$ cat src/map_consts.svh
`ifndef MAP_CONSTS_SVH
`define MAP_CONSTS_SVH

// ------------------------------------------------------------
// address widths of the external memories.
// ------------------------------------------------------------
`define MAP_PRG_W 19
`define MAP_CHR_W 18

// work RAM window, 0x6000 to 0x7FFF.
`define MAP_RAM_BASE 16'h6000
`define MAP_RAM_MASK 16'hE000

// bank register indices for the two switchable PRG slots.
`define MAP_R_PRG_A 6
`define MAP_R_PRG_B 7

// reset value of every bank register.
`define MAP_REG_DEFAULT 8'h00

// Acclaim boards count A12 falls in groups of eight.
`define MAP_PRESCALE 8

`endif

$ cat src/map_pkg.sv
`default_nettype none

`include "map_consts.svh"

package map_pkg;

	// ------------------------------------------------------------
	// host buses.
	// ------------------------------------------------------------
	typedef struct packed {
		logic [15:0] addr;
		logic [7:0]  data;
		logic        rw;
		logic        m2;
		logic        m3;
	} cpu_bus_t;

	typedef struct packed {
		logic [13:0] addr;
		logic        oe_n;
	} ppu_bus_t;

	// board strap, hard-wired mirroring.
	typedef struct packed {
		logic mir_h;
	} map_cfg_t;

	// one memory port, shared shape for prg, chr and srm.
	typedef struct packed {
		logic                  ce;
		logic                  oe;
		logic                  we;
		logic [`MAP_PRG_W-1:0] addr;
	} mem_ctrl_t;

	// ------------------------------------------------------------
	// mapper register file.
	// ------------------------------------------------------------
	typedef struct packed {
		logic [2:0]      bank_sel;
		logic            prg_mode;
		logic            chr_inv;
		logic [7:0][7:0] r;
		logic            mir_v;
		logic            ram_en;
		logic            ram_wp;
	} reg_file_t;

	// opcode is {a14, a13, a0} of the write.
	typedef enum logic [2:0] {
		op_bank_sel    = 3'b000,
		op_bank_data   = 3'b001,
		op_mirror      = 3'b010,
		op_ram_prot    = 3'b011,
		op_irq_latch   = 3'b100,
		op_irq_reload  = 3'b101,
		op_irq_disable = 3'b110,
		op_irq_enable  = 3'b111
	} reg_op_e;

	typedef enum logic [1:0] {
		a12_idle = 2'd0,
		a12_high = 2'd1,
		a12_low  = 2'd2
	} a12_state_e;

endpackage

`default_nettype wire

$ cat src/a12_edge_fsm.sv
`timescale 1ns/1ps
`default_nettype none

module a12_edge_fsm (
	input  logic clk,
	input  logic rst_n,
	input  logic a12,
	output logic a12_fall
);
	import map_pkg::*;

	a12_state_e state;
	a12_state_e state_nxt;
	logic       a12_smp;

	// input sample, first of the three clocks to irq.
	always_ff @(posedge clk) begin
		if (!rst_n) begin
			a12_smp <= 1'b0;
		end else begin
			a12_smp <= a12;
		end
	end

	// ------------------------------------------------------------
	// edge qualifier.
	// ------------------------------------------------------------

	// idle waits for a first high, so a line low at reset is no edge.
	always_comb begin
		state_nxt = state;
		case (state)
			a12_idle: begin
				if (a12_smp) state_nxt = a12_high;
			end
			a12_high: begin
				if (!a12_smp) state_nxt = a12_low;
			end
			a12_low: begin
				if (a12_smp) state_nxt = a12_high;
			end
			default: state_nxt = a12_idle;
		endcase
	end

	always_ff @(posedge clk) begin
		if (!rst_n) begin
			state    <= a12_idle;
			a12_fall <= 1'b0;
		end else begin
			state    <= state_nxt;
			// one pulse per high to low move.
			a12_fall <= (state == a12_high) && (state_nxt == a12_low);
		end
	end

endmodule

`default_nettype wire

$ cat src/addr_map.sv
`timescale 1ns/1ps
`default_nettype none

`include "map_consts.svh"

module addr_map (
	input  map_pkg::cpu_bus_t  cpu,
	input  map_pkg::ppu_bus_t  ppu,
	input  map_pkg::reg_file_t regs,
	output map_pkg::mem_ctrl_t prg,
	output map_pkg::mem_ctrl_t chr,
	output map_pkg::mem_ctrl_t srm,
	output logic               ciram_a10,
	output logic               ciram_ce
);
	import map_pkg::*;

	logic [`MAP_PRG_W-1:13] prg_bank;
	logic [`MAP_PRG_W-1:13] prg_last;
	logic [`MAP_PRG_W-1:13] prg_r6;
	logic [`MAP_CHR_W-1:10] chr_bank;
	logic                   chr_half;
	logic                   ram_win;

	assign prg_last = '1;
	assign prg_r6   = regs.r[`MAP_R_PRG_A][`MAP_PRG_W-14:0];

	// ------------------------------------------------------------
	// PRG, 8 KiB slots.
	// ------------------------------------------------------------
	always_comb begin
		case (cpu.addr[14:13])
			2'd0:    prg_bank = regs.prg_mode ? prg_last - 1'b1 : prg_r6;
			2'd1:    prg_bank = regs.r[`MAP_R_PRG_B][`MAP_PRG_W-14:0];
			2'd2:    prg_bank = regs.prg_mode ? prg_r6 : prg_last - 1'b1;
			default: prg_bank = prg_last;
		endcase
		prg.ce   = cpu.addr[15];
		prg.oe   = cpu.rw;
		prg.we   = 1'b0;
		prg.addr = {prg_bank, cpu.addr[12:0]};
	end

	// ------------------------------------------------------------
	// CHR, two 2 KiB and four 1 KiB banks.
	// ------------------------------------------------------------
	assign chr_half = ppu.addr[12] ^ regs.chr_inv;

	always_comb begin
		if (!chr_half) begin
			// low bit of r0/r1 comes from PPU A10.
			chr_bank = {regs.r[ppu.addr[11]][7:1], ppu.addr[10]};
		end else begin
			chr_bank = regs.r[3'd2 + {1'b0, ppu.addr[11:10]}];
		end
		chr.ce   = !ppu.addr[13];
		chr.oe   = !ppu.oe_n;
		chr.we   = 1'b0;
		chr.addr = {{(`MAP_PRG_W-`MAP_CHR_W){1'b0}}, chr_bank, ppu.addr[9:0]};
	end

	// work RAM, single 8 KiB part.
	assign ram_win = (cpu.addr & `MAP_RAM_MASK) == `MAP_RAM_BASE;

	always_comb begin
		srm.ce   = ram_win && regs.ram_en;
		srm.oe   = cpu.rw;
		srm.we   = ram_win && regs.ram_en && !regs.ram_wp && !cpu.rw && cpu.m2;
		srm.addr = {{(`MAP_PRG_W-13){1'b0}}, cpu.addr[12:0]};
	end

	// nametables. A10 for vertical, A11 for horizontal.
	assign ciram_a10 = regs.mir_v ? ppu.addr[10] : ppu.addr[11];
	assign ciram_ce  = !ppu.addr[13];

endmodule

`default_nettype wire

$ cat src/irq_acc.sv
`timescale 1ns/1ps
`default_nettype none

`include "map_consts.svh"

module irq_acc (
	input  logic             clk,
	input  logic             rst_n,
	input  logic             a12_fall,
	input  logic             irq_wr,
	input  map_pkg::reg_op_e irq_op,
	input  logic [7:0]       irq_data,
	output logic             irq
);
	import map_pkg::*;

	logic [7:0] latch;
	logic [7:0] counter;
	logic [7:0] cnt_nxt;
	logic [2:0] presc;
	logic       reload_pend;
	logic       irq_en;
	logic       tick;

	// eighth fall of each group.
	assign tick = a12_fall && (presc == 3'(`MAP_PRESCALE - 1));

	always_comb begin
		if (counter == 8'd0 || reload_pend) begin
			cnt_nxt = latch;
		end else begin
			cnt_nxt = counter - 8'd1;
		end
	end

	// ------------------------------------------------------------
	// prescaler, counter and irq line.
	// ------------------------------------------------------------
	always_ff @(posedge clk) begin
		if (!rst_n) begin
			latch       <= 8'd0;
			counter     <= 8'd0;
			presc       <= 3'd0;
			reload_pend <= 1'b0;
			irq_en      <= 1'b0;
			irq         <= 1'b0;
		end else begin
			if (a12_fall) presc <= presc + 3'd1;
			if (tick) begin
				counter     <= cnt_nxt;
				reload_pend <= 1'b0;
				if (cnt_nxt == 8'd0 && irq_en) irq <= 1'b1;
			end

			// cpu writes win over a coincident tick.
			if (irq_wr) begin
				case (irq_op)
					op_irq_latch: latch <= irq_data;
					op_irq_reload: begin
						counter     <= 8'd0;
						presc       <= 3'd0;
						reload_pend <= 1'b1;
					end
					op_irq_disable: begin
						irq_en <= 1'b0;
						irq    <= 1'b0;
					end
					op_irq_enable: irq_en <= 1'b1;
					default: ;
				endcase
			end
		end
	end

endmodule

`default_nettype wire

$ cat src/map_004_s3.sv
`timescale 1ns/1ps
`default_nettype none

// Acclaim MMC3 variant. Same banking as MMC3, divided A12 irq clock.
module map_004_s3 (
	input  logic               clk,
	input  logic               rst_n,
	input  map_pkg::cpu_bus_t  cpu,
	input  map_pkg::ppu_bus_t  ppu,
	input  map_pkg::map_cfg_t  cfg,
	output map_pkg::mem_ctrl_t prg,
	output map_pkg::mem_ctrl_t chr,
	output map_pkg::mem_ctrl_t srm,
	output logic               ciram_a10,
	output logic               ciram_ce,
	output logic               irq
);
	import map_pkg::*;

	reg_file_t  regs;
	logic       irq_wr;
	reg_op_e    irq_op;
	logic [7:0] irq_data;
	logic       a12_fall;

	// ------------------------------------------------------------
	// register decode.
	// ------------------------------------------------------------
	mmc3_regs mmc3_regs_inst (
		.clk      (clk),
		.rst_n    (rst_n),
		.cpu      (cpu),
		.cfg      (cfg),
		.regs     (regs),
		.irq_wr   (irq_wr),
		.irq_op   (irq_op),
		.irq_data (irq_data)
	);

	// ------------------------------------------------------------
	// bus mapping.
	// ------------------------------------------------------------
	addr_map addr_map_inst (
		.cpu       (cpu),
		.ppu       (ppu),
		.regs      (regs),
		.prg       (prg),
		.chr       (chr),
		.srm       (srm),
		.ciram_a10 (ciram_a10),
		.ciram_ce  (ciram_ce)
	);

	// ------------------------------------------------------------
	// irq, Acclaim style.
	// ------------------------------------------------------------
	a12_edge_fsm a12_edge_fsm_inst (
		.clk      (clk),
		.rst_n    (rst_n),
		.a12      (ppu.addr[12]),
		.a12_fall (a12_fall)
	);

	irq_acc irq_acc_inst (
		.clk      (clk),
		.rst_n    (rst_n),
		.a12_fall (a12_fall),
		.irq_wr   (irq_wr),
		.irq_op   (irq_op),
		.irq_data (irq_data),
		.irq      (irq)
	);

endmodule

`default_nettype wire

$ cat src/mmc3_regs.sv
`timescale 1ns/1ps
`default_nettype none

`include "map_consts.svh"

module mmc3_regs (
	input  logic                 clk,
	input  logic                 rst_n,
	input  map_pkg::cpu_bus_t    cpu,
	input  map_pkg::map_cfg_t    cfg,
	output map_pkg::reg_file_t   regs,
	output logic                 irq_wr,
	output map_pkg::reg_op_e     irq_op,
	output logic [7:0]           irq_data
);
	import map_pkg::*;

	logic    wr_stb;
	reg_op_e op;

	// ------------------------------------------------------------
	// write decode.
	// ------------------------------------------------------------

	// one clock per CPU write into 0x8000-0xFFFF.
	assign wr_stb = cpu.m3 && !cpu.rw && cpu.addr[15];
	assign op     = reg_op_e'({cpu.addr[14:13], cpu.addr[0]});

	// irq opcodes all live in the upper half, a14 set.
	assign irq_wr   = wr_stb && cpu.addr[14];
	assign irq_op   = op;
	assign irq_data = cpu.data;

	// ------------------------------------------------------------
	// register file.
	// ------------------------------------------------------------
	always_ff @(posedge clk) begin
		if (!rst_n) begin
			regs.bank_sel <= 3'd0;
			regs.prg_mode <= 1'b0;
			regs.chr_inv  <= 1'b0;
			for (int i = 0; i < 8; i++) begin
				regs.r[i] <= `MAP_REG_DEFAULT;
			end
			// board strap picks the mirroring until software writes it.
			regs.mir_v  <= !cfg.mir_h;
			regs.ram_en <= 1'b0;
			regs.ram_wp <= 1'b0;
		end else if (wr_stb) begin
			case (op)
				op_bank_sel: begin
					regs.bank_sel <= cpu.data[2:0];
					regs.prg_mode <= cpu.data[6];
					regs.chr_inv  <= cpu.data[7];
				end
				op_bank_data: begin
					regs.r[regs.bank_sel] <= cpu.data;
				end
				op_mirror: begin
					// 0 selects vertical, 1 horizontal.
					regs.mir_v <= !cpu.data[0];
				end
				op_ram_prot: begin
					regs.ram_en <= cpu.data[7];
					regs.ram_wp <= cpu.data[6];
				end
				default: begin
					// irq opcodes are handled by irq_acc.
				end
			endcase
		end
	end

endmodule

`default_nettype wire

$ cat config.mk
export PLATFORM = sky130hd
export DESIGN_NAME = map_004_s3
export DESIGN_NICKNAME = d
export VERILOG_FILES = /design/src/map_pkg.sv /design/src/a12_edge_fsm.sv /design/src/addr_map.sv /design/src/irq_acc.sv /design/src/map_004_s3.sv /design/src/mmc3_regs.sv
export VERILOG_INCLUDE_DIRS = /design/src
export SDC_FILE = /design/constraint.sdc
export NUM_CORES = 1
export LEC_CHECK = 0
export BUFFER_PORTS_ARGS = -buffer_cell sky130_fd_sc_hd__buf_4
export CAP_MARGIN = 5
export CORE_MARGIN = 2
export CORE_UTILIZATION = 43
export DETAILED_ROUTE_END_ITERATION = 8
export HOLD_SLACK_MARGIN = 0.1
export PLACE_DENSITY = 0.71
export SYNTH_ARGS = -nofsm -noshare
export SYNTH_HDL_FRONTEND = slang
export SYNTH_SLANG_ARGS = --single-unit
$ cat constraint.sdc
create_clock -name clk -period 1.9 [get_ports clk]
set_input_delay 0.095 -clock clk [delete_from_list [all_inputs] [get_ports clk]]
set_output_delay 0.095 -clock clk [all_outputs]
set_load 0.005 [all_outputs]
==> results.json <==
{
  "core_area_um2": 10900,
  "detailedRoute.firstPassIterationCount": 5,
  "crit_path_top_delay_cell": "sky130_fd_sc_hd__or4_4",
  "vias_per_cell": 5.10,
  "synthesis.area_um2": 4830,
  "final_core_util_pct": 49.0,
  "finalSetupViolCount": 0,
  "starting_density_pct": 44.3,
  "drive_gt1_share_pct": 21.1,
  "crit_end_category": "flip-flop",
  "run_status": "complete, no violations",
  "peakVddDrop_mv": 0.374,
  "worst-setup-path-type": "reg2reg",
  "first_global_vias": 3304,
  "achievable_clock_frequency_mhz": 528,
  "grt_start_max_net_pins": 46,
  "clock_latency_ns": 0.36,
  "maxCapViolations": 0,
  "clockRootBuffer": "sky130_fd_sc_hd__clkbuf_8",
  "timing.critical_path.fanout_max": 6,
  "cts_made_buffers": 9,
  "total_leakage_power_nw": 2.18,
  "largest_buffer_count_on_any_clock_path": 2,
  "timing.critical_path.slowest_cell_delay_ns": 0.54,
  "antenna_found_initial": 0,
  "gp_congestion": 0.902,
  "gr-usage-all-layers_pct": 17.6,
  "worst_hold_slack_ns": 0.120,
  "ys.warnings.count": 0,
  "drt_drc_violations_left": 0,
  "fin_worst_skew_ns": 0.0123,
  "synth_flop_cell": "sky130_fd_sc_hd__dfxtp_1",
  "place_hpwl_mm": 6.81,
  "clock_tree_from_tritoncts": "built",
  "overflow": 0,
  "synth.yosys.seq_area_share_pct": 38.4,
  "grt_first_pass_wirelength_mm": 16.4,
  "worst-endpoint-arrival_ns": 2.19,
  "clk_pin_slew_ns": 0.09,
  "die_y_um": 110,
  "floorplan_die_area_um2": 12100,
  "cts_max_level": 3,
  "wl_per_cell_um": 15.1,
  "pin_count": 114,
  "cts.sink_count": 92,
  "synth.lib_cells_used.distinct": 53,
  "drt-total-wl_mm": 9.90,
  "area.growth.synth_to_final_pct": 10.5,
  "final_hold_viols": 0,
  "layout_common_cells": "sky130_fd_sc_hd__dfxtp_1 (89), sky130_fd_sc_hd__mux2i_1 (81), sky130_fd_sc_hd__nor2b_1 (76)",
  "power_w": 0.00344,
  "critical_path_required_ns": 2.20,
  "ffs_w_async_s_r_synth_pct": 0,
  "synth_seq_cells": 92,
  "antenna_violating_nets_left": 0,
  "fp.dieW_um": 110,
  "synth_enable_flop_cells": 1,
  "most_frequent_standard_cell_in_the_layout_excluding_fill_and_tap_cells": "sky130_fd_sc_hd__dfxtp_1",
  "rsz0062_at_grt": "yes",
  "timing.final.crit_period_ns": 1.89,
  "powerDensity_nw_per_um2": 644,
  "postSynthCellCount": 504,
  "core.rowCount": 38,
  "route.vias.total": 3345,
  "drt_first_iter_violations": 107,
  "cell_by_cell_trace_of_the_critical_path": "nor4_4 > nand4_1 > o311a_1 > or4_4 > o21ai_2",
  "antenna_cells": 0,
  "syn-mean-instance-area_um2": 9.58,
  "final_net_count": 560,
  "final_critical_path_share_of_the_clock_period_pct": 99.7,
  "critPathLaunchType": "flip-flop",
  "fin_setup_tns_ns": 0,
  "port-buffer-count": 48,
  "slew_violations": 0,
  "worstHoldPathType": "in2reg"
}
-- path summary, 6_finish.rpt --
path / startpoint / to / slack [ns] / cells after the start
worst max-delay path: irq_acc_inst.counter[5] / irq_acc_inst.irq / 0.006 / 5
worst min register to register: a12_edge_fsm_inst.a12_smp / a12_edge_fsm_inst.state[0] / 0.46 / 2
worst max register to register: irq_acc_inst.counter[5] / irq_acc_inst.irq / 0.006 / 5
worst min-delay path: cpu[5] / mmc3_regs_inst.regs[45] / 0.12 / 3
-- cell families (layout without fill, tap and decap cells) --
kind of cell / count (synthesis) / after routing / share of synthesized area [%]
other cells: 1 / 9 / 0.0777
mux: 91 / 91 / 20.8
fa+ha+maj: 4 / 4 / 1.04
flops: 92 / 92 / 38.4
buf+inv: 94 / 98 / 11.3
xor+xnor: 3 / 3 / 0.544
compound gates: 61 / 61 / 8.34
simple gates: 158 / 158 / 19.6
-- metal layers --
| layer | global-route usage (%) | up-vias | share of wire, % |
|---|---|---|---|
| li1 | - | 1684 | - |
| met1 | 22.1 | 1567 | 44 |
| met2 | 29.4 | 75 | 49 |
| met3 | 4.45 | 19 | 5.2 |
| met4 | 5.42 | 0 | 1.9 |
| met5 | 0 | - | 0 |
-- cell usage after synthesis (all sizes together) (2+ instances only) --
master	count	share of area, %
ha	4	1.0
o311a	2	0.41
clkbuf	36	2.8
xnor2	2	0.36
nand2	27	2.1
nand4	2	0.26
and2	3	0.39
nor2	21	1.8
o21bai	3	0.47
nor3b	6	0.93
buf	52	8.0
a31oi	3	0.39
or4	3	0.47
inv	6	0.47
a21oi	11	1.1
nor2b	76	9.8
a21boi	3	0.47
o211ai	2	0.31
dfxtp	91	38
nand4b	2	0.67
o22a	5	0.91
mux4	7	3.3
a211oi	3	0.47
mux2i	81	17
nand2b	2	0.26
a21o	2	0.31
nor4	2	0.57
nor3	4	0.65
mux2	3	0.70
nand3b	3	0.47
a41o	2	0.41
o21ai	19	2.0
-- repair_timing --
item	4_1_cts	5_1_grt
hold buffers	8	0
hold endpoints to repair	30	0
gates resized for setup	4	8
pin swaps	2	1
gates cloned	0	0
buffers inserted	0	0
setup endpoints to repair	1	28
-- area by class of cell --
type                            instances  area (µm²)
Clock buffer                           11         141
Tap cell                              140         175
Fill cell                            1006        5550
Inverter                                6        22.5
Clock inverter                          5        42.5
Sequential cell                        92        1850
Multi-Input combinational cell        326        2500
Timing Repair Buffer                   76         603
-- registers in the layout (all words and copies together) (netlist names) --
signal,cells
a12_edge_fsm_inst.a12_fall,1
a12_edge_fsm_inst.a12_smp,1
a12_edge_fsm_inst.state,2
irq_acc_inst.counter,8
irq_acc_inst.irq,1
irq_acc_inst.irq_en,1
irq_acc_inst.latch,8
irq_acc_inst.presc,3
irq_acc_inst.reload_pend,1
mmc3_regs_inst.regs,66
-- worst max-delay path: cells and delay by family, from the launching register on --
| kind | cells | cell delay (ns) |
|---|---|---|
| compound gates | 2 | 0.27 |
| flops | 1 | 0.39 |
| simple gates | 3 | 1.18 |
-- power breakdown --
part / internal, W / switching [W]
logic: 0.000135 / 0.000137
registers: 0.00194 / 0.00000836
clock network: 0.000526 / 0.000690
-- metrics by stage --
stage          area (µm²)  setup slack [ns]  instances
5_1_grt              5340           -0.0798        656
2_1_floorplan        4860           0.00937        512
3_3_place_gp         5030            0.0240        632
4_1_cts              5300            0.0128        656
3_5_place_dp         5030           -0.0627        632
6_report             5340           0.00630        656
Note: power is estimated with default switching activity, not from simulation.
